<file path="src/bus_pkg.sv">
// AXI-lite response code and channel payload structs
`default_nettype none

package bus_pkg;

    // only the two codes the SRAM produces
    typedef enum logic [1:0] {
        OKAY   = 2'b00,
        SLVERR = 2'b10
    } axi_resp_e;

    // read address channel
    typedef struct packed {
        logic [31:0] addr;
    } axi_ar_t;

    // read data channel
    typedef struct packed {
        logic [31:0] data;
        axi_resp_e   resp;
    } axi_r_t;

    // write address channel
    typedef struct packed {
        logic [31:0] addr;
    } axi_aw_t;

    // write data channel, one strobe bit per byte lane
    typedef struct packed {
        logic [31:0] data;
        logic [3:0]  strb;
    } axi_w_t;

    // write response channel
    typedef struct packed {
        axi_resp_e resp;
    } axi_b_t;

endpackage

`default_nettype wire

</file>
<file path="src/core_pkg.sv">
// core-side request/result structs, load/store opcode and unit state enums
`default_nettype none

package core_pkg;

    typedef enum logic {
        LOAD  = 1'b0,
        STORE = 1'b1
    } lsu_op_e;

    typedef struct packed {
        lsu_op_e     op;
        logic [31:0] addr;
        logic [31:0] wdata;
        logic [3:0]  strb;
    } lsu_req_t;

    typedef struct packed {
        logic [31:0] rdata;
        logic        err;
    } lsu_rsp_t;

    typedef enum logic {
        FETCH_IDLE,
        FETCH_BUSY
    } fetch_state_e;

    typedef enum logic [1:0] {
        LSU_IDLE,
        LSU_ADDR,
        LSU_WAIT_R,
        LSU_WAIT_B
    } lsu_state_e;

endpackage

`default_nettype wire

</file>
<file path="src/ifu_fetch.sv">
// instruction fetch master that reads a word over AXI-lite whenever the pc moves
`timescale 1ns/1ps
`default_nettype none

module ifu_fetch #(
    parameter logic [31:0] PC_RESET = 32'h0000_0000
) (
    input  wire logic             clk,
    input  wire logic             rst,
    input  wire logic [31:0]      pc,
    output logic [31:0]           inst,
    output logic                  inst_valid,
    output logic                  ar_valid,
    output bus_pkg::axi_ar_t      ar,
    input  wire logic             ar_ready,
    input  wire logic             r_valid,
    input  wire bus_pkg::axi_r_t  r,
    output logic                  r_ready
);

    core_pkg::fetch_state_e state;
    logic [31:0]            last_pc;
    logic                   fetch_due;
    logic                   idle;
    logic                   pc_change;

    assign idle      = (state == core_pkg::FETCH_IDLE);
    assign pc_change = (pc != last_pc);

    // a read is owed after reset and while an address waits for its grant
    assign ar_valid   = idle & (pc_change | fetch_due);
    assign ar.addr    = pc;
    assign r_ready    = (state == core_pkg::FETCH_BUSY);
    assign inst_valid = idle & ~pc_change & ~fetch_due;

    always_ff @(posedge clk) begin
        if (rst) begin
            state     <= core_pkg::FETCH_IDLE;
            last_pc   <= PC_RESET;
            fetch_due <= 1'b1;
        end else begin
            if (idle && pc_change) begin
                last_pc <= pc;
            end
            case (state)
                core_pkg::FETCH_IDLE: begin
                    if (ar_valid && ar_ready) begin
                        state     <= core_pkg::FETCH_BUSY;
                        fetch_due <= 1'b0;
                    end else if (pc_change) begin
                        fetch_due <= 1'b1;
                    end
                end
                core_pkg::FETCH_BUSY: begin
                    // stale data still lands and the pc compare hides it
                    if (r_valid) begin
                        state <= core_pkg::FETCH_IDLE;
                    end
                end
                default: state <= core_pkg::FETCH_IDLE;
            endcase
        end
    end

    always_ff @(posedge clk) begin
        if (r_valid && r_ready) begin
            inst <= r.data;
        end
    end

endmodule

`default_nettype wire

</file>
<file path="config.mk">
export PLATFORM = sky130hd
export DESIGN_NAME = ifu_fetch
export DESIGN_NICKNAME = d
export VERILOG_FILES = /design/src/bus_pkg.sv /design/src/core_pkg.sv /design/src/ifu_fetch.sv
export SDC_FILE = /design/constraint.sdc
export NUM_CORES = 1
export LEC_CHECK = 0
export BUFFER_PORTS_ARGS = -buffer_cell sky130_fd_sc_hd__buf_2
export CAP_MARGIN = 10
export CORE_UTILIZATION = 38
export DETAILED_ROUTE_END_ITERATION = 6
export PLACE_DENSITY = 0.77
export SLEW_MARGIN = 0
export SYNTH_ARGS = -nofsm -noshare
export SYNTH_HDL_FRONTEND = slang
export SYNTH_SLANG_ARGS = --single-unit
</file>
<file path="constraint.sdc">
create_clock -name clk -period 1.94 [get_ports clk]
set_input_delay 0.388 -clock clk [delete_from_list [all_inputs] [get_ports clk]]
set_output_delay 0.388 -clock clk [all_outputs]
set_load 0.02 [all_outputs]
</file>
## Word-level counts from Yosys, hierarchy flattened

Index checks and enable logic that the tools add are counted.

- Flip-flop bits (word level): 66
- ROM bits: 0
- Memories: 0
- Logic and storage cells: 22
- Bits in latches: 0
- Input bits: 70
- Bits in writable memories: 0

- Bitwise gates (word level): 7
- Eq/ne operators: 1
- Shift-type cells: 0
- Add/subtract/negate cells: 0
- Order comparisons: 0
- Multiplexer cells: 5
- Divide/modulo/power cells: 0
- Multiply operators: 0
- Reduce and logical (&&, ||, !) cells: 5

Operators by type and width:

| operator | count |
|---|---|
| $ne 32x32->1 | 1 |
| $mux 1 | 4 |
| $and 1x1->1 | 3 |
| $logic_and 1x1->1 | 3 |
| $not 1->1 | 3 |
| $pmux 1 s2 | 1 |
| $reduce_and 2->1 | 1 |
| $reduce_bool 2->1 | 1 |
| $or 1x1->1 | 1 |

## Longest topological paths before layout

- Word-level depth: 6
- Mapped depth: 6

## Least setup slack after synthesis

No wires, ideal clock.

- Kind: input -> output
- Start point: in pc[19]
- End point: out inst_valid
- Data required time: 1.552 ns
- Arrival time: 1.432 ns
- Setup slack: 0.120 ns
- Cell stages on the path: 5
- Path buffers: 0
- Cells stage by stage: xnor2_1 > nand4_1 > nor4_2 > nand3b_1 > nor2_1

- Longest elaborated chain between the ends: 4

Ends and longest elaborated chain:

| item | line | source |
|---|---|---|
| start: declaration | ifu_fetch.sv:10 | `input wire logic [31:0] pc,` |
| $ne 32x32->1 | ifu_fetch.sv:28 | `assign pc_change = (pc != last_pc);` |
| $not 1->1 | ifu_fetch.sv:34 | `assign inst_valid = idle & ~pc_change & ~fetch_due;` |
| $and 1x1->1 (2 in a row) | ifu_fetch.sv:34 |  |
| end: declaration | ifu_fetch.sv:12 | `output logic inst_valid,` |

Every way passes these cells.

## Worst setup path after layout

- Start point: reg last_pc[27]
- End point: out ar_valid

- Longest elaborated chain between the ends: 3

Ends and longest elaborated chain:

| item | line | source |
|---|---|---|
| start: declaration | ifu_fetch.sv:22 | `logic [31:0] last_pc;` |
| start signal: assignment | ifu_fetch.sv:43 | `last_pc <= pc;` |
| $ne 32x32->1 | ifu_fetch.sv:28 |  |
| $or 1x1->1 | ifu_fetch.sv:31 | `assign ar_valid = idle & (pc_change \| fetch_due);` |
| $and 1x1->1 | ifu_fetch.sv:31 |  |
| end: declaration | ifu_fetch.sv:13 | `output logic ar_valid,` |

Every way passes these cells.

==> results.cfg <==
[die]
die_w_um = 92.22
core-area_sq_um = 7807
fp-row-count = 32
die_h_um = 92.22
initial_core_util_pct = 39.62
fp.dieArea_sq_um = 8505
io_pins = 137

[pwr]
power_density_nw_per_um2 = 791.1
internal_power_mw = 2.433
ir_worst_vdd_uv = 293.2
swShare_pct = 26.30
p_sw_mw = 0.8684
seqPwrFrac_pct = 48.4
clock_power_share_pct = 34.6
comb_power_share_pct = 17.0
leakagePower_nw = 1.901

[logic_synthesis]
ys_seq_area_share_pct = 53.07
mappedNetlistArea_sq_um = 3093
ys_types = 20
synth.net_count = 326
avgSynthCellArea_sq_um = 12.08
syn_inst = 256
ys_ff_latch = 66
yosysWarnings = 0

[sta]
finalSetupViolCount = 2
min_period_ns = 2.242
max_slew_margin_pct = 62.90
final_max_slew_viol_count = 0
hold_viol = 0
fin_hold_ws_ns = 0.2259
clock.fmax_mhz = 445.9
layout_setup_ws_ns = -0.3024
finClkSkew_ns = 0.008029
post-route-period-util_pct = 115.6
rsz0062_at_grt = true
worst_pin_slew_ns = 0.5566

[clocking]
ctsRootBufferMaster = clkbuf_8
cts.htree.levels = 3
cts_tree = built
cts_buffers = 9
clk_pin_slew_ns = 0.08
clock_latency_ns = 0.33
clkSinkCount = 66
hold_buffers = 0
clk_path_buf_depth = 2

[grt]
grt_pass1_vias = 2139
grt_pass1_wl_mm = 10.03
grt_max_degree = 42
gr-total-overflow = 0
grtUsageTotal_pct = 15.47
antenna_found_initial = 0

[critical_path]
r2r_start = last_pc[27]
end_kind = output pin
r2r-end = r_ready
cp.arrival_ns = 1.85
cp-start-kind = flop
rr_worst_depth = 7
path_cells = xnor2_2 > nand4_1 > nor4_4 > nand3b_1 > nor2b_1 > buf_4
cpPeakStageDelay_ns = 0.34
path_class = flop to output pin
worst-r2r-setup-slack_ns = 0.21
critical_path.slowest_cell = dfxtp_2
cp_max_fo = 3
worstPathRequired_ns = 1.55

[layout]
mostFrequentLayoutCells = buf_2, nand2b_1, mux2i_1, edfxtp_1, buf_4
final_common_cell = buf_2
fill_cells = 702
nets = 460
drive_above_1_share_pct = 52.15
antenna_cells = 0
syn2layout_area_growth_pct = 34.91

[hold_path]
min_delay_worst_endpoint = inst[25]
holdPathStages = 1
holdCritStartpoint = r[27]
min_path_type = input port to flop

[placement]
gp_congestion = 0.7018
dp_hpwl_mm = 4.836
post-place-ws_ns = -0.3447
io_buffers = 134

[outcome]
outcome = complete, but fails checks
violations = setup timing

[flow_run]
drv_cap = 0

[routing]
wl_per_cell_um = 12.82
vias = 2208
final_antenna_net_count = 0
wl_mm = 6.373
drtIter0Drc = 38
drcViolationCount = 0
drt-pass1-iter-count = 4
via_per_inst = 4.443
[area by class of cell]
cell class	count	area (sq um)	share of cell area (%)
sequential	66	1655	39.67
multi-input combinational	148	1245	29.84
timing repair buffer	165	949.7	22.76
clock buffer	10	127.6	3.058
tap	102	127.6	3.058
clock inverter	6	67.56	1.619
[sequential cells by signal, summed over array words and instances, names as in the netlist]
| signal | count |
|---|---|
| inst | 32 |
| last_pc | 32 |
| fetch_due | 1 |
| r_ready | 1 |
[per-layer routing]
layer  wire [um]  vias up  GRT usage (%)
li1            -     1094              -
met1        2803      999          18.05
met2        2978      108          26.55
met3         542        7          6.219
met4          48        0          3.516
met5           0        -              0
[worst max-delay path, delay by kind of cell (launching register included)]
family | cells | cell delay (ns)
XOR/XNOR | 1 | 0.15
buffers and inverters | 1 | 0.17
flip-flops | 1 | 0.34
AND/OR/NAND/NOR | 4 | 0.87
[power by group through the flow]
stage	combinational (mW)	sequential (mW)	clock, mW
floorplan	0.328	1.65	0
global placement	0.536	1.62	0
detailed placement	0.549	1.62	0
CTS	0.555	1.59	1.17
global route	0.610	1.61	1.25
finish	0.562	1.60	1.14
[through the flow]
step           power, mW  TNS [ns]  std cells  area [sq um]  utilization (%)
4_1_cts            3.319   -0.6922        497          4086            52.34
3_5_place_dp       2.170   -0.6586        479          3854            49.36
6_report           3.301   -0.5810        497          4173            53.45
3_3_place_gp       2.154   -0.4446        479          3854            49.36
5_1_grt            3.471   -0.8735        497          4173            53.45
2_1_floorplan      1.974         0        256          3093                -
[cells in the mapped netlist, drive strengths merged]
cell type | n | area (sq um)
nand3b | 1 | 7.510
mux2i | 32 | 320.3
a21oi | 1 | 8.760
a21o | 1 | 7.510
edfxtp | 32 | 960.9
and2 | 1 | 6.260
nor2 | 1 | 3.750
nor4 | 2 | 25.02
dfxtp | 34 | 680.7
or2 | 1 | 6.260
buf | 35 | 274.0
or2b | 4 | 30.03
a2bb2oi | 1 | 8.760
nand4 | 8 | 50.05
nand2b | 60 | 375.4
nor2b | 1 | 6.260
clkbuf | 7 | 26.28
xnor2 | 32 | 280.3
nor3b | 2 | 15.01
[timing repair]
item                       in CTS  in global routing
setup endpoints to repair       2                  2
gates resized for setup         7                 19
pin swaps                      14                 13
buffers inserted                2                  0
gates cloned                    0                  0
[kinds of logic (layout without fill, tap and decap cells)]
logic type                after synthesis  count (layout)  share of synthesized area, %
buffers and inverters                  42             181                         9.709
xor gates and xnor gates               32              32                         9.062
muxes                                  32              32                         10.36
DFF                                    66              66                         53.07
and+or+nand+nor                        81              81                         16.99
AOI/OAI and AO/OA                       3               3                        0.8093
[how the worst max path moves through the flow]
stage | end | slack, ns | start | cells after the start
finish | ar_valid | -0.30 | last_pc[27] | 6
global route | ar_valid | -0.45 | last_pc[18] | 6
CTS | ar_valid | -0.35 | last_pc[20] | 6
detailed placement | inst_valid | -0.34 | pc[14] | 7
global placement | inst_valid | -0.25 | pc[10] | 7
floorplan | inst_valid | 0.12 | pc[19] | 5
Note: power is estimated with default switching activity, not from simulation.
