### config.mk
export PLATFORM = sky130hd
export DESIGN_NAME = axi_lite_arbiter
export DESIGN_NICKNAME = d
export VERILOG_FILES = /design/src/bus_pkg.sv /design/src/axi_lite_arbiter.sv
export SDC_FILE = /design/constraint.sdc
export NUM_CORES = 1
export LEC_CHECK = 0
export BUFFER_PORTS_ARGS = -buffer_cell sky130_fd_sc_hd__buf_4
export CELL_PAD_IN_SITES_DETAIL_PLACEMENT = 1
export CELL_PAD_IN_SITES_GLOBAL_PLACEMENT = 2
export CORE_AREA = 2 2 173 175
export DETAILED_ROUTE_END_ITERATION = 12
export DIE_AREA = 0 0 175 177
export PLACE_DENSITY_LB_ADDON = 0.1
export SLEW_MARGIN = 20
export SYNTH_ARGS = -nofsm -noshare
export SYNTH_HDL_FRONTEND = slang
export SYNTH_SLANG_ARGS = --single-unit
### constraint.sdc
create_clock -name clk -period 4.2 [get_ports clk]
set_input_delay 1.26 -clock clk [delete_from_list [all_inputs] [get_ports clk]]
set_output_delay 1.26 -clock clk [all_outputs]
set_load 0.01 [all_outputs]
### src/bus_pkg.sv
// AXI-lite response code and channel payload structs
`default_nettype none

package bus_pkg;

    // only the two codes the SRAM produces
    typedef enum logic [1:0] {
        OKAY   = 2'b00,
        SLVERR = 2'b10
    } axi_resp_e;

    // read address channel
    typedef struct packed {
        logic [31:0] addr;
    } axi_ar_t;

    // read data channel
    typedef struct packed {
        logic [31:0] data;
        axi_resp_e   resp;
    } axi_r_t;

    // write address channel
    typedef struct packed {
        logic [31:0] addr;
    } axi_aw_t;

    // write data channel, one strobe bit per byte lane
    typedef struct packed {
        logic [31:0] data;
        logic [3:0]  strb;
    } axi_w_t;

    // write response channel
    typedef struct packed {
        axi_resp_e resp;
    } axi_b_t;

endpackage

`default_nettype wire

### src/axi_lite_arbiter.sv
// two-master AXI-lite arbiter with a round-robin grant held for a whole transaction
`timescale 1ns/1ps
`default_nettype none

module axi_lite_arbiter (
    input  wire logic             clk,
    input  wire logic             rst,
    // master 0 is the fetch unit
    input  wire logic             m0_ar_valid,
    input  wire bus_pkg::axi_ar_t m0_ar,
    output logic                  m0_ar_ready,
    output logic                  m0_r_valid,
    output bus_pkg::axi_r_t       m0_r,
    input  wire logic             m0_r_ready,
    input  wire logic             m0_aw_valid,
    input  wire bus_pkg::axi_aw_t m0_aw,
    output logic                  m0_aw_ready,
    input  wire logic             m0_w_valid,
    input  wire bus_pkg::axi_w_t  m0_w,
    output logic                  m0_w_ready,
    output logic                  m0_b_valid,
    output bus_pkg::axi_b_t       m0_b,
    input  wire logic             m0_b_ready,
    // master 1 is the load/store unit
    input  wire logic             m1_ar_valid,
    input  wire bus_pkg::axi_ar_t m1_ar,
    output logic                  m1_ar_ready,
    output logic                  m1_r_valid,
    output bus_pkg::axi_r_t       m1_r,
    input  wire logic             m1_r_ready,
    input  wire logic             m1_aw_valid,
    input  wire bus_pkg::axi_aw_t m1_aw,
    output logic                  m1_aw_ready,
    input  wire logic             m1_w_valid,
    input  wire bus_pkg::axi_w_t  m1_w,
    output logic                  m1_w_ready,
    output logic                  m1_b_valid,
    output bus_pkg::axi_b_t       m1_b,
    input  wire logic             m1_b_ready,
    // slave side toward the SRAM
    output logic                  s_ar_valid,
    output bus_pkg::axi_ar_t      s_ar,
    input  wire logic             s_ar_ready,
    input  wire logic             s_r_valid,
    input  wire bus_pkg::axi_r_t  s_r,
    output logic                  s_r_ready,
    output logic                  s_aw_valid,
    output bus_pkg::axi_aw_t      s_aw,
    input  wire logic             s_aw_ready,
    output logic                  s_w_valid,
    output bus_pkg::axi_w_t       s_w,
    input  wire logic             s_w_ready,
    input  wire logic             s_b_valid,
    input  wire bus_pkg::axi_b_t  s_b,
    output logic                  s_b_ready
);

    logic grant;
    logic busy;
    logic last_win;
    logic req0;
    logic req1;
    logic pick;
    logic sel;
    logic done;

    assign req0 = m0_ar_valid | m0_aw_valid;
    assign req1 = m1_ar_valid | m1_aw_valid;
    // on a tie the master that did not win last goes first
    assign pick = (req0 & req1) ? ~last_win : req1;
    assign sel  = busy ? grant : pick;
    assign done = (s_r_valid & s_r_ready) | (s_b_valid & s_b_ready);

    always_ff @(posedge clk) begin
        if (rst) begin
            busy     <= 1'b0;
            grant    <= 1'b0;
            last_win <= 1'b1;
        end else if (!busy) begin
            if (req0 || req1) begin
                busy  <= 1'b1;
                grant <= pick;
            end
        end else if (done) begin
            busy     <= 1'b0;
            last_win <= grant;
        end
    end

    // request channels from the selected master
    assign s_ar_valid = sel ? m1_ar_valid : m0_ar_valid;
    assign s_ar       = sel ? m1_ar : m0_ar;
    assign s_aw_valid = sel ? m1_aw_valid : m0_aw_valid;
    assign s_aw       = sel ? m1_aw : m0_aw;
    assign s_w_valid  = sel ? m1_w_valid : m0_w_valid;
    assign s_w        = sel ? m1_w : m0_w;
    assign s_r_ready  = sel ? m1_r_ready : m0_r_ready;
    assign s_b_ready  = sel ? m1_b_ready : m0_b_ready;

    // the other master sees ready low and holds its request
    assign m0_ar_ready = ~sel & s_ar_ready;
    assign m1_ar_ready = sel & s_ar_ready;
    assign m0_aw_ready = ~sel & s_aw_ready;
    assign m1_aw_ready = sel & s_aw_ready;
    assign m0_w_ready  = ~sel & s_w_ready;
    assign m1_w_ready  = sel & s_w_ready;

    assign m0_r_valid = ~sel & s_r_valid;
    assign m1_r_valid = sel & s_r_valid;
    assign m0_b_valid = ~sel & s_b_valid;
    assign m1_b_valid = sel & s_b_valid;
    assign m0_r       = s_r;
    assign m1_r       = s_r;
    assign m0_b       = s_b;
    assign m1_b       = s_b;

endmodule

`default_nettype wire

* Word-level counts from Yosys, hierarchy flattened
Cells that the tools add are included.
** Operators by class
- Equality and inequality tests :: 0
- Add/sub/neg operators :: 0
- Divide/modulo/power cells :: 0
- Mux-type cells :: 13
- Bitwise operators :: 19
- Reductions and logical operators :: 3
- $lt $le $gt $ge :: 0
- Shift operators :: 0
- Multiply operators :: 0
** Operators with widths (count)
- two-way mux 32 bit :: 2
- two-way mux 36 bit :: 1
- AND 1 bit :: 13
- two-way mux 1 bit :: 10
- AND reduction 2 bit :: 2
- NOT 1 bit :: 3
- OR 1 bit :: 3
- logical OR 1 bit :: 1
** Storage, ports and cells
- Word-level logic and storage cells :: 38
- Bits in latches :: 0
- Input port bits :: 253
- ROM bits :: 0
- RAM bits :: 0
- Memories :: 0
- Bits in registers :: 3
- Output and inout bits :: 187

* Depth between registers and ports, before layout
- Depth after elaboration :: 9
- Depth in mapped cells :: 6

* Worst setup path before layout
No wires, ideal clock.
- Path kind :: input to output
- Start :: input port m0_aw_valid
- End :: output port s_aw[27] (netlist bit)
- Data arrival time :: 2.658 ns
- Stages :: 5
- Path buffers :: 2
- Slack :: 0.282 ns
- Data required time :: 2.940 ns
- Path through :: o21a_1 -> o31ai_4 -> buf_2 -> buf_2 -> mux2_2
** RTL lines
- from (decl) :: RTL line axi_lite_arbiter.sv:15 : input wire logic m0_aw_valid,
- to (decl) :: RTL line axi_lite_arbiter.sv:48 : output bus_pkg::axi_aw_t s_aw,

* Final worst setup path
- Start :: input port m0_aw_valid
- End :: output port s_b_ready
** Between the ends
- Longest elaborated chain between the ends :: 5
** RTL lines
- OR 1 bit :: RTL line axi_lite_arbiter.sv:67 : assign req0 = m0_ar_valid | m0_aw_valid;
- AND 1 bit :: RTL line axi_lite_arbiter.sv:70 : assign pick = (req0 & req1) ? ~last_win : req1;
- two-way mux 1 bit :: RTL line axi_lite_arbiter.sv:70
- two-way mux 1 bit :: RTL line axi_lite_arbiter.sv:71 : assign sel = busy ? grant : pick;
- two-way mux 1 bit :: RTL line axi_lite_arbiter.sv:98 : assign s_b_ready = sel ? m1_b_ready : m0_b_ready;
- to (decl) :: RTL line axi_lite_arbiter.sv:55 : output logic s_b_ready
Every way passes these cells.

==> impl_metrics.ini <==
[synthesis]
synthesis.area_um2 = 2020
synth_edf_count = 0
synth_top_area_share_pct = 58.5
synth_area_leaders = mux2_2, buf_4, dfxtp_1, and2_1, nor2_1
ys_seq_area_share_pct = 2.97
synth_top_family_by_area = multiplexers
syn-num-nets = 478
synthCells = 225
synthTopCellsByCount = mux2_2, buf_4, nor2_1
synth_area_leader_cell = mux2_2
synth_xor_area_share_pct = 0
synth_most_common_cell = mux2_2
synth_cell_types = 18
muxShareOfSynthArea_pct = 59.0
synth_ff_type = dfxtp_1
async_flop_share_pct = 0
yosys.area_share.adder_pct = 0
yosysWarnings = 0
ys_ff_latch = 3
synth.avg_cell_area_um2 = 8.99
synth_compound_area_share_pct = 3.59
yosys.area_share.simple_pct = 3.90

[sta]
min_period_ps = 4080
fmax_ghz = 0.245
fin_crit_sh_pct = 97.0
setup_violations = 0
finalHoldViolations = 0
finalSetupTns_ps = 0
finalClockSkew_ps = 0.371
rsz0062_at_grt = no
drv_slew = 0
slew_headroom_pct = 64.0
worst_slew_pin_slew_ps = 536

[place]
dpl.hpwl_um = 11800
portBuffers = 331
place.gp.congestion = 0.764

[die]
die_h_um = 177
initial_core_util_pct = 6.91
core_um2 = 29200
pin_count = 440
fp.dieW_um = 175
dieArea_um2 = 31000
rows = 63

[detailed_routing]
wirelength_um = 12800
ant_nets = 0
drc_errors = 0
vias = 2688
vias_per_cell = 3.06
drt-initial-drc-count = 37
first_pass_iters = 4
wl_per_cell_um = 14.6

[clock_tree]
clk_path_buf_depth = 2
clock_latency_ps = 220
cts_sinks = 3
path_clk_slew_ps = 30
cts_resized = 0
clock-root-buffer = clkbuf_16
cts_made_buffers = 3
postCtsSetupBuffers = 0
holdBufCountCts = 0
cts_max_level = 1
cts_tree = yes

[grt]
antenna_found_initial = 0
grt_pass1_wl_um = 17500
grt_pass1_vias = 2925
overflow = 0
globalRouteTotalUtil_pct = 7.44
grt_max_degree = 32

[run]
drv_cap = 0

[final_layout]
layout-drive-gt1-share_pct = 92.6
layout.nets = 741
n_antenna_cell = 0
syn_to_final_growth_pct = 128
fill_cells = 3498

[critical_path]
startpoint_type = input pin
timing.rr.start = busy
critical_path_required_ps = 2940
ff2ff_setup_slack_ps = 1890
r2r_cells = 8
worstPathMaxFanout = 23
cp-end-kind = output port
worst_ep_arrival_time_ps = 2820
r2r_end = last_win
worstSetupPathType = in2out

[worst_hold_path]
holdCritPathClass = reg2reg
hold_path_depth = 2
min_to = grant
worstHoldStart = grant

[power_and_ir_drop]
ir_worst_vdd_uv = 77.1
finalPower_mw = 0.850
power.leakage_nw = 2.21
power_density_nw_per_um2 = 184

[run_status]
status = finished clean
-- placed cells by master (no fill, tap or decap) --
cell       instances
buf_12             3
nor2_1             8
buf_6              1
a21oi_1            2
a221oi_1           1
mux2i_1            1
dfxtp_1            3
clkbuf_16          3
inv_1              7
buf_4            338
a21o_1             1
o21a_1             1
mux2_2           105
clkbuf_1           1
a311o_1            1
and2_1             5
nand2_1            3
o31ai_4            1
a21boi_0           1
nor4_1             1
-- sequential cells by signal (all words and copies together), names as in the netlist --
name and flops:
grant 1, last_win 1, busy 1
-- worst max-delay path by stage --
stage / start / endpoint / slack, ps
final: m0_aw_valid / s_b_ready / 120
after global routing: m0_aw_valid / s_b_ready / 10
after CTS: m0_aw_valid / s_aw[8] / 40
after detailed placement: m0_aw_valid / s_aw[8] / 50
after global placement: m0_aw_valid / s_aw[8] / 70
after floorplan: m0_aw_valid / s_aw[27] / 280
-- per-stage QoR --
stage | util, % | cells | setup slack (ps) | cell area (um2) | hold WS (ps)
floorplan | - | 225 | 282 | 2020 | 480
global placement | 15.5 | 873 | 67.1 | 4520 | 548
detailed placement | 15.5 | 873 | 45.7 | 4520 | 543
CTS | 15.7 | 877 | 43.6 | 4600 | 550
global route | 15.7 | 877 | 10.8 | 4610 | 570
finish | 15.7 | 877 | 124 | 4610 | 547
-- critical path, cell delays in order --
cell and delay [ps]:
buf_4 120, o21a_1 200, o31ai_4 240, buf_4 240, buf_12 190, mux2_2 390
buf_4 160
-- cells by family after synthesis --
| logic type | Yosys count |
|---|---|
| buffers and inverters | 91 |
| AO/OA/AOI/OAI | 8 |
| multiplexers | 106 |
| AND/OR/NAND/NOR | 17 |
| flip-flops | 3 |
-- final cells by class --
class	instances	area, um2	share of cell area [%]
Timing Repair Buffer	342	2610	56.6
Clock buffer	4	78.8	1.71
Inverter	7	26.3	0.570
Sequential cell	3	60.1	1.30
Tap cell	390	488	10.6
Multi-Input combinational cell	131	1340	29.2
-- layer usage --
layer	vias to the layer above	global-route usage (%)	routed length (um)
li1	1232	-	-
met1	1185	6.06	3610
met2	257	15.7	7310
met3	14	3.82	1790
met4	0	1.25	108
met5	-	0	0
-- report_power, final --
group          switching (mW)  total (mW)  leakage (nW)  internal (mW)
Sequential            0.00355      0.0350        0.0249         0.0315
Clock                  0.0246       0.150        0.0382          0.125
Combinational           0.247       0.665          2.15          0.418
Total                   0.275       0.850          2.21          0.575
Power figures use the tool's default switching activity.
