### config.mk
export PLATFORM = sky130hd
export DESIGN_NAME = lsu_access
export DESIGN_NICKNAME = d
export VERILOG_FILES = /design/src/bus_pkg.sv /design/src/core_pkg.sv /design/src/lsu_access.sv
export SDC_FILE = /design/constraint.sdc
export NUM_CORES = 1
export LEC_CHECK = 0
export ABC_AREA = 1
export BUFFER_PORTS_ARGS = -buffer_cell sky130_fd_sc_hd__buf_2
export CORE_AREA = 2 2 98 100
export CTS_BUF_LIST = sky130_fd_sc_hd__clkbuf_4 sky130_fd_sc_hd__clkbuf_8
export CTS_CLUSTER_DIAMETER = 200
export DETAILED_ROUTE_END_ITERATION = 7
export DIE_AREA = 0 0 100 102
export PLACE_DENSITY_LB_ADDON = 0.3
export SETUP_SLACK_MARGIN = 0.2
export SYNTH_ARGS = -nofsm -noshare
export SYNTH_HDL_FRONTEND = slang
export SYNTH_SLANG_ARGS = --single-unit
### constraint.sdc
create_clock -name clk -period 10.9 [get_ports clk]
set_clock_uncertainty 0.15 [all_clocks]
set_input_delay 2.18 -clock clk [delete_from_list [all_inputs] [get_ports clk]]
set_output_delay 2.18 -clock clk [all_outputs]
set_load 0.02 [all_outputs]
### src/bus_pkg.sv
// AXI-lite response code and channel payload structs
`default_nettype none

package bus_pkg;

    // only the two codes the SRAM produces
    typedef enum logic [1:0] {
        OKAY   = 2'b00,
        SLVERR = 2'b10
    } axi_resp_e;

    // read address channel
    typedef struct packed {
        logic [31:0] addr;
    } axi_ar_t;

    // read data channel
    typedef struct packed {
        logic [31:0] data;
        axi_resp_e   resp;
    } axi_r_t;

    // write address channel
    typedef struct packed {
        logic [31:0] addr;
    } axi_aw_t;

    // write data channel, one strobe bit per byte lane
    typedef struct packed {
        logic [31:0] data;
        logic [3:0]  strb;
    } axi_w_t;

    // write response channel
    typedef struct packed {
        axi_resp_e resp;
    } axi_b_t;

endpackage

`default_nettype wire

### src/core_pkg.sv
// core-side request/result structs, load/store opcode and unit state enums
`default_nettype none

package core_pkg;

    typedef enum logic {
        LOAD  = 1'b0,
        STORE = 1'b1
    } lsu_op_e;

    typedef struct packed {
        lsu_op_e     op;
        logic [31:0] addr;
        logic [31:0] wdata;
        logic [3:0]  strb;
    } lsu_req_t;

    typedef struct packed {
        logic [31:0] rdata;
        logic        err;
    } lsu_rsp_t;

    typedef enum logic {
        FETCH_IDLE,
        FETCH_BUSY
    } fetch_state_e;

    typedef enum logic [1:0] {
        LSU_IDLE,
        LSU_ADDR,
        LSU_WAIT_R,
        LSU_WAIT_B
    } lsu_state_e;

endpackage

`default_nettype wire

### src/lsu_access.sv
// load/store master turning one core request into one AXI-lite read or write
`timescale 1ns/1ps
`default_nettype none

module lsu_access (
    input  wire logic               clk,
    input  wire logic               rst,
    input  wire logic               req_valid,
    output logic                    req_ready,
    input  wire core_pkg::lsu_req_t req,
    output logic                    rsp_valid,
    output core_pkg::lsu_rsp_t      rsp,
    output logic                    ar_valid,
    output bus_pkg::axi_ar_t        ar,
    input  wire logic               ar_ready,
    input  wire logic               r_valid,
    input  wire bus_pkg::axi_r_t    r,
    output logic                    r_ready,
    output logic                    aw_valid,
    output bus_pkg::axi_aw_t        aw,
    input  wire logic               aw_ready,
    output logic                    w_valid,
    output bus_pkg::axi_w_t         w,
    input  wire logic               w_ready,
    input  wire logic               b_valid,
    input  wire bus_pkg::axi_b_t    b,
    output logic                    b_ready
);

    core_pkg::lsu_state_e state;
    core_pkg::lsu_req_t   req_q;
    logic                 ar_pend;
    logic                 aw_pend;
    logic                 w_pend;
    logic                 aw_left;
    logic                 w_left;
    logic                 is_store;

    assign req_ready = (state == core_pkg::LSU_IDLE);
    assign is_store  = (req.op == core_pkg::STORE);

    assign ar_valid = ar_pend;
    assign ar.addr  = req_q.addr;
    assign aw_valid = aw_pend;
    assign aw.addr  = req_q.addr;
    assign w_valid  = w_pend;
    assign w.data   = req_q.wdata;
    assign w.strb   = req_q.strb;
    assign r_ready  = (state == core_pkg::LSU_WAIT_R);
    assign b_ready  = (state == core_pkg::LSU_WAIT_B);

    // write channels still owed after this cycle
    assign aw_left = aw_pend & ~aw_ready;
    assign w_left  = w_pend & ~w_ready;

    always_ff @(posedge clk) begin
        if (rst) begin
            state     <= core_pkg::LSU_IDLE;
            ar_pend   <= 1'b0;
            aw_pend   <= 1'b0;
            w_pend    <= 1'b0;
            rsp_valid <= 1'b0;
        end else begin
            rsp_valid <= 1'b0;
            case (state)
                core_pkg::LSU_IDLE: begin
                    if (req_valid) begin
                        state   <= core_pkg::LSU_ADDR;
                        ar_pend <= ~is_store;
                        aw_pend <= is_store;
                        w_pend  <= is_store;
                    end
                end
                core_pkg::LSU_ADDR: begin
                    if (ar_pend) begin
                        if (ar_ready) begin
                            ar_pend <= 1'b0;
                            state   <= core_pkg::LSU_WAIT_R;
                        end
                    end else begin
                        // aw and w may be taken on different cycles
                        aw_pend <= aw_left;
                        w_pend  <= w_left;
                        if (!aw_left && !w_left) begin
                            state <= core_pkg::LSU_WAIT_B;
                        end
                    end
                end
                core_pkg::LSU_WAIT_R: begin
                    if (r_valid) begin
                        rsp_valid <= 1'b1;
                        state     <= core_pkg::LSU_IDLE;
                    end
                end
                core_pkg::LSU_WAIT_B: begin
                    if (b_valid) begin
                        rsp_valid <= 1'b1;
                        state     <= core_pkg::LSU_IDLE;
                    end
                end
                default: state <= core_pkg::LSU_IDLE;
            endcase
        end
    end

    always_ff @(posedge clk) begin
        if (req_valid && req_ready) begin
            req_q <= req;
        end
        if (r_valid && r_ready) begin
            rsp.rdata <= r.data;
            rsp.err   <= (r.resp == bus_pkg::SLVERR);
        end else if (b_valid && b_ready) begin
            rsp.rdata <= '0;
            rsp.err   <= (b.resp == bus_pkg::SLVERR);
        end
    end

endmodule

`default_nettype wire

# ---- Word-level counts from Yosys, hierarchy flattened
# Cells that the tools add are included.
dict set report totals {
  regBits 107
  input_bits 113
  out_inout_bits 140
  word_cells 59
}
dict set report op_classes {
  eq_ne 11
  mux 21
  bitwise_logic 5
  n_reduce_logical 12
}
# cell count
set ops {}
lappend ops {{33-bit two-way mux} 2}
lappend ops {{2-bit two-way mux} 6}
lappend ops {{2-bit equality test (second input constant)} 4}
lappend ops {{1-bit two-way mux} 8}
lappend ops {{2-bit != test (second input constant)} 4}
lappend ops {{1-bit one-hot mux with 2 select lines} 4}
lappend ops {{2-bit one-hot mux with 4 select lines} 1}
lappend ops {{3-bit != test (second input constant)} 2}
lappend ops {{5-bit AND reduction} 1}
lappend ops {{1-bit logical AND} 4}
lappend ops {{2-bit nonzero test} 2}
lappend ops {{1-bit inverter} 3}
lappend ops {{3-bit AND reduction} 1}
lappend ops {{1-bit bitwise AND} 2}
lappend ops {{2-bit by 1-bit equality test with 1-bit output (second input constant)} 1}
lappend ops {{1-bit zero test} 2}
lappend ops {{2-bit zero test} 1}
lappend ops {{2-bit AND reduction} 1}

# ---- Logic depth before layout (Yosys ltp)
dict set report logic_depth {
  word_depth 7
  mapped_depth 8
}

# ---- Worst setup path after synthesis
# OpenSTA, ideal clock, no wires.
dict set report synth_path {
  path_kind {input -> register}
  start {input req_valid}
  end {register req_q (netlist bit ar[0]) (enable)}
  setup_time_ps 494
  arrival_time_ps 5071
  required_time_ps 10256
  setup_slack_ps 5185
  cell_stages 2
  path_cell_list {inv_1 -> nor2_1}
}
dict set report synth_via {
  elab_chain_len 1
}
# element line_no
set synth_lines {}
lappend synth_lines {{from (decl)} lsu_access.sv:8} ;# input wire logic req_valid,
lappend synth_lines {{1-bit logical AND} lsu_access.sv:107} ;# if (req_valid && req_ready) begin
lappend synth_lines {{to (signal assigned)} lsu_access.sv:108} ;# req_q <= req;
lappend synth_lines {{to (decl)} lsu_access.sv:31} ;# core_pkg::lsu_req_t req_q;
# No other way between the ends.
# A chain may end at the register's enable or synchronous reset.

# ---- Worst setup path in the final report
dict set report layout_path {
  start {register state[1]}
  end {output r_ready}
}
dict set report layout_via {
  elab_chain_len 1
}
# element line_no
set layout_lines {}
lappend layout_lines {{from (decl)} lsu_access.sv:30} ;# core_pkg::lsu_state_e state;
lappend layout_lines {{from (signal assigned)} lsu_access.sv:58} ;# state <= core_pkg::LSU_IDLE;
lappend layout_lines {{from (signal assigned)} lsu_access.sv:68} ;# state <= core_pkg::LSU_ADDR;
lappend layout_lines {{from (signal assigned)} lsu_access.sv:78} ;# state <= core_pkg::LSU_WAIT_R;
lappend layout_lines {{2-bit equality test} lsu_access.sv:49} ;# assign r_ready = (state == core_pkg::LSU_WAIT_R);
lappend layout_lines {{to (decl)} lsu_access.sv:18} ;# output logic r_ready,
# No other way between the ends.

==> impl_metrics.prom <==
# TYPE chip_impl_metric gauge
chip_impl_info{name="result_of_the_run",value="completed"} 1
chip_impl_metric{name="cts_hold_buffers",unit=""} 0
chip_impl_info{name="startpoint_type",value="flop"} 1
chip_impl_metric{name="yosysWarningCount",unit=""} 0
chip_impl_metric{name="numCtsBuffers",unit=""} 9
chip_impl_metric{name="antennaDiodeCount",unit=""} 0
chip_impl_metric{name="drv_cap",unit=""} 0
chip_impl_metric{name="dieHeight",unit="um"} 102
chip_impl_info{name="unrepaired_setup_endpoints_after_global_routing",value="false"} 1
chip_impl_info{name="hold_class",value="reg -> reg"} 1
chip_impl_metric{name="grt_first_pass_wirelength",unit="um"} 12100
chip_impl_metric{name="worst_hold_slack",unit="ns"} 0.415
chip_impl_metric{name="ys_seq_area_share",unit="%"} 79.9
chip_impl_info{name="setup.worst_path.end_class",value="primary output"} 1
chip_impl_metric{name="placement.io_buffers",unit=""} 252
chip_impl_metric{name="detailedRoute.firstPassIterationCount",unit=""} 4
chip_impl_metric{name="final_max_slew_viol_count",unit=""} 0
chip_impl_metric{name="synth_cell_type_count",unit=""} 18
chip_impl_metric{name="leak_pwr",unit="uW"} 0.00256
chip_impl_metric{name="number_of_failing_hold_endpoints_at_the_final_stage",unit=""} 0
chip_impl_metric{name="deepest_clock_path_buffer_count",unit=""} 2
chip_impl_metric{name="timing.max_slew.rel_slack",unit="%"} 44.5
chip_impl_metric{name="cp_slowest_stage_delay",unit="ns"} 0.51
chip_impl_metric{name="irDropWorstVdd",unit="mV"} 0.0663
chip_impl_metric{name="initial_utilization",unit="%"} 43.3
chip_impl_metric{name="layout-area-overhead-vs-synth",unit="%"} 34.2
chip_impl_info{name="timing.critical_path.max_delay_family",value="flip-flops"} 1
chip_impl_metric{name="finalSetupViolCount",unit=""} 0
chip_impl_metric{name="synthesis.nets",unit=""} 376
chip_impl_metric{name="intPower",unit="uW"} 662
chip_impl_metric{name="pwr_density_cell",unit="nW/um^2"} 174
chip_impl_metric{name="max_freq",unit="GHz"} 0.278
chip_impl_metric{name="dr_total_vias",unit=""} 2708
chip_impl_metric{name="grt_pass1_vias",unit=""} 2530
chip_impl_metric{name="sink_count_of_the_clock_tree",unit=""} 107
chip_impl_info{name="cts.root.buffer_cell",value="sky130_fd_sc_hd__clkbuf_8"} 1
chip_impl_metric{name="grt_antenna_before_repair",unit=""} 0
chip_impl_metric{name="power.switching",unit="uW"} 261
chip_impl_info{name="crit_path_class",value="reg -> out"} 1
chip_impl_metric{name="post_synth_instance_area",unit="sq um"} 3950
chip_impl_metric{name="timing.critical_path.arrival",unit="ns"} 1.27
chip_impl_metric{name="globalRouteOverflowTotal",unit=""} 0
chip_impl_metric{name="num_io_pins",unit=""} 253
chip_impl_metric{name="insertion_delay",unit="ns"} 0.35
chip_impl_metric{name="worstMarginPinSlew",unit="ns"} 0.832
chip_impl_metric{name="fillCellCount",unit=""} 776
chip_impl_metric{name="drive_gt1_share",unit="%"} 56.2
chip_impl_info{name="tritoncts",value="built"} 1
chip_impl_metric{name="die_width",unit="um"} 100
chip_impl_metric{name="postCtsSetupBuffers",unit=""} 0
chip_impl_metric{name="drc",unit=""} 0
chip_impl_metric{name="cts_htree_levels",unit=""} 3
chip_impl_metric{name="combinationalPowerShare",unit="%"} 18.7
chip_impl_metric{name="finalCriticalPeriod",unit="ns"} 3.60
chip_impl_metric{name="finalCritPeriodShare",unit="%"} 33.0
chip_impl_info{name="timing.critical_path.cells",value="inv_2 -> nor2_4 -> buf_2"} 1
chip_impl_metric{name="power.sequential.fraction",unit="%"} 55.0
chip_impl_metric{name="clock_transition_at_the_registers_of_the_reported_paths",unit="ns"} 0.09
chip_impl_metric{name="grt_start_max_net_pins",unit=""} 69
chip_impl_metric{name="die-area",unit="sq um"} 10200
chip_impl_metric{name="power.switching_fraction",unit="%"} 28.3
chip_impl_metric{name="routabilityCongestion",unit=""} 0.844
chip_impl_metric{name="number_of_buffers_and_inverters_on_the_critical_path",unit=""} 2
chip_impl_info{name="timing.critical_path.slowest_stage_cell",value="sky130_fd_sc_hd__dfxtp_1"} 1
chip_impl_metric{name="syn-mean-instance-area",unit="sq um"} 15.0
chip_impl_metric{name="ctsResizeCount",unit=""} 0
chip_impl_metric{name="synth_seq_cells",unit=""} 107
chip_impl_metric{name="drt.antenna.violating_nets",unit=""} 0
chip_impl_metric{name="clock_power_share",unit="%"} 26.3
chip_impl_metric{name="rows",unit=""} 35
chip_impl_metric{name="post_drt_via_cell_ratio",unit=""} 4.45
chip_impl_metric{name="postRouteWirelength",unit="um"} 8730
chip_impl_metric{name="starting_drc_count_in_detailed_routing",unit=""} 52
chip_impl_metric{name="grt_use_total",unit="%"} 16.0
chip_impl_metric{name="wire_per_inst",unit="um"} 14.3
chip_impl_metric{name="cp.required",unit="ns"} 8.57
chip_impl_metric{name="netlist_instances",unit=""} 263
chip_impl_metric{name="sum_neg_setup_slack",unit="ns"} 0
chip_impl_metric{name="place_hpwl",unit="um"} 6740
chip_impl_metric{name="fin_nets",unit=""} 606
chip_impl_metric{name="cp_max_fo",unit=""} 6
chip_impl_metric{name="placeableCoreArea",unit="sq um"} 9110
-- per-layer routing --
layer  vias up  routed length [um]  global-route usage, %
li1       1301                   -                      -
met1      1254                3140                   16.8
met2       139                4580                   28.7
met3        14                 839                   5.75
met4         0                 164                   7.27
met5         -                   0                      0
-- layout make-up --
class,instances,area [sq um],area share [%]
Sequential cell,107,3150,59.5
Timing Repair Buffer,254,1280,24.1
Multi-Input combinational cell,75,355,6.71
Inverter,46,173,3.26
Clock buffer,11,139,2.62
Tap cell,111,139,2.62
Clock inverter,5,62.6,1.18
-- worst paths after layout --
kind	from	slack, ns	cells past startpoint	end
worst max register to register	state[1]	8.95	5	rsp[26]
worst max-delay path	state[1]	7.30	3	r_ready
worst min-delay path	ar_valid	0.41	2	ar_valid
worst min register to register	ar_valid	0.41	2	ar_valid
-- power by group through the flow --
stage	logic [uW]	clock network [uW]	registers [uW]
after floorplan	72.4	0	564
after global placement	172	0	516
after detailed placement	175	0	517
after CTS	175	250	508
after global routing	186	264	512
final	172	242	508
-- layout by cell type, fill, tap and decap left out --
master | synthesis | routed
sky130_fd_sc_hd__a21boi_0 | 1 | 1
sky130_fd_sc_hd__a21oi_1 | 6 | 6
sky130_fd_sc_hd__buf_2 | 0 | 252
sky130_fd_sc_hd__buf_4 | 32 | 2
sky130_fd_sc_hd__bufinv_16 | 0 | 1
sky130_fd_sc_hd__clkbuf_4 | 0 | 2
sky130_fd_sc_hd__clkbuf_8 | 0 | 9
sky130_fd_sc_hd__clkinv_4 | 0 | 1
sky130_fd_sc_hd__clkinvlp_4 | 0 | 2
sky130_fd_sc_hd__dfxtp_1 | 6 | 6
sky130_fd_sc_hd__edfxtp_1 | 101 | 101
sky130_fd_sc_hd__inv_1 | 43 | 43
sky130_fd_sc_hd__inv_2 | 3 | 3
sky130_fd_sc_hd__inv_6 | 0 | 1
sky130_fd_sc_hd__nand2_1 | 12 | 12
sky130_fd_sc_hd__nand2_4 | 1 | 1
sky130_fd_sc_hd__nand3_1 | 4 | 4
sky130_fd_sc_hd__nand3b_1 | 2 | 2
sky130_fd_sc_hd__nor2_1 | 36 | 35
sky130_fd_sc_hd__nor2_2 | 3 | 3
sky130_fd_sc_hd__nor2_4 | 2 | 3
sky130_fd_sc_hd__o21a_1 | 1 | 1
sky130_fd_sc_hd__o21ai_0 | 6 | 6
sky130_fd_sc_hd__o21ai_1 | 1 | 1
-- worst min-delay path, stage by stage (launching register included) --
cell and delay [ns]:
sky130_fd_sc_hd__dfxtp_1 0.33, sky130_fd_sc_hd__o21ai_0 0.16, sky130_fd_sc_hd__a21oi_1 0.04
-- synth_stat cells --
cell / n / area (sq um)
sky130_fd_sc_hd__edfxtp_1: 101 / 3030
sky130_fd_sc_hd__inv_1: 43 / 161
sky130_fd_sc_hd__nor2_1: 36 / 135
sky130_fd_sc_hd__buf_4: 32 / 240
sky130_fd_sc_hd__nand2_1: 12 / 45.0
sky130_fd_sc_hd__a21oi_1: 6 / 30.0
sky130_fd_sc_hd__dfxtp_1: 6 / 120
sky130_fd_sc_hd__o21ai_0: 6 / 30.0
sky130_fd_sc_hd__nand3_1: 4 / 20.0
sky130_fd_sc_hd__buf_6: 3 / 33.8
sky130_fd_sc_hd__inv_2: 3 / 11.3
sky130_fd_sc_hd__nor2_2: 3 / 18.8
sky130_fd_sc_hd__nand3b_1: 2 / 15.0
sky130_fd_sc_hd__nor2_4: 2 / 22.5
sky130_fd_sc_hd__a21boi_0: 1 / 7.51
sky130_fd_sc_hd__nand2_4: 1 / 11.3
sky130_fd_sc_hd__o21a_1: 1 / 7.51
sky130_fd_sc_hd__o21ai_1: 1 / 5.00
-- stage by stage --
stage | setup WS (ns) | instances | instance area [sq um] | power (uW) | utilization [%]
6_report | 7.30 | 609 | 5300 | 922 | 58.2
2_1_floorplan | 5.19 | 263 | 3950 | 636 | -
3_5_place_dp | 7.24 | 593 | 5100 | 692 | 55.9
5_1_grt | 7.21 | 609 | 5300 | 962 | 58.2
3_3_place_gp | 7.27 | 593 | 5100 | 689 | 55.9
4_1_cts | 7.28 | 609 | 5300 | 933 | 58.2
-- sequential cells by signal, summed over array words and instances, names as in the netlist --
signal,flops
aw_valid,1
state,2
w_valid,1
rsp_valid,1
rsp,33
w,36
ar,32
ar_valid,1
-- cells by family after synthesis --
kind of cell           Yosys count  share of synthesized area, %
buffers and inverters           81                          11.3
AND/OR/NAND/NOR                 60                          6.78
flip-flops                     107                          79.9
AO/OA/AOI/OAI                   15                          2.03
Power figures use the tool's default switching activity.
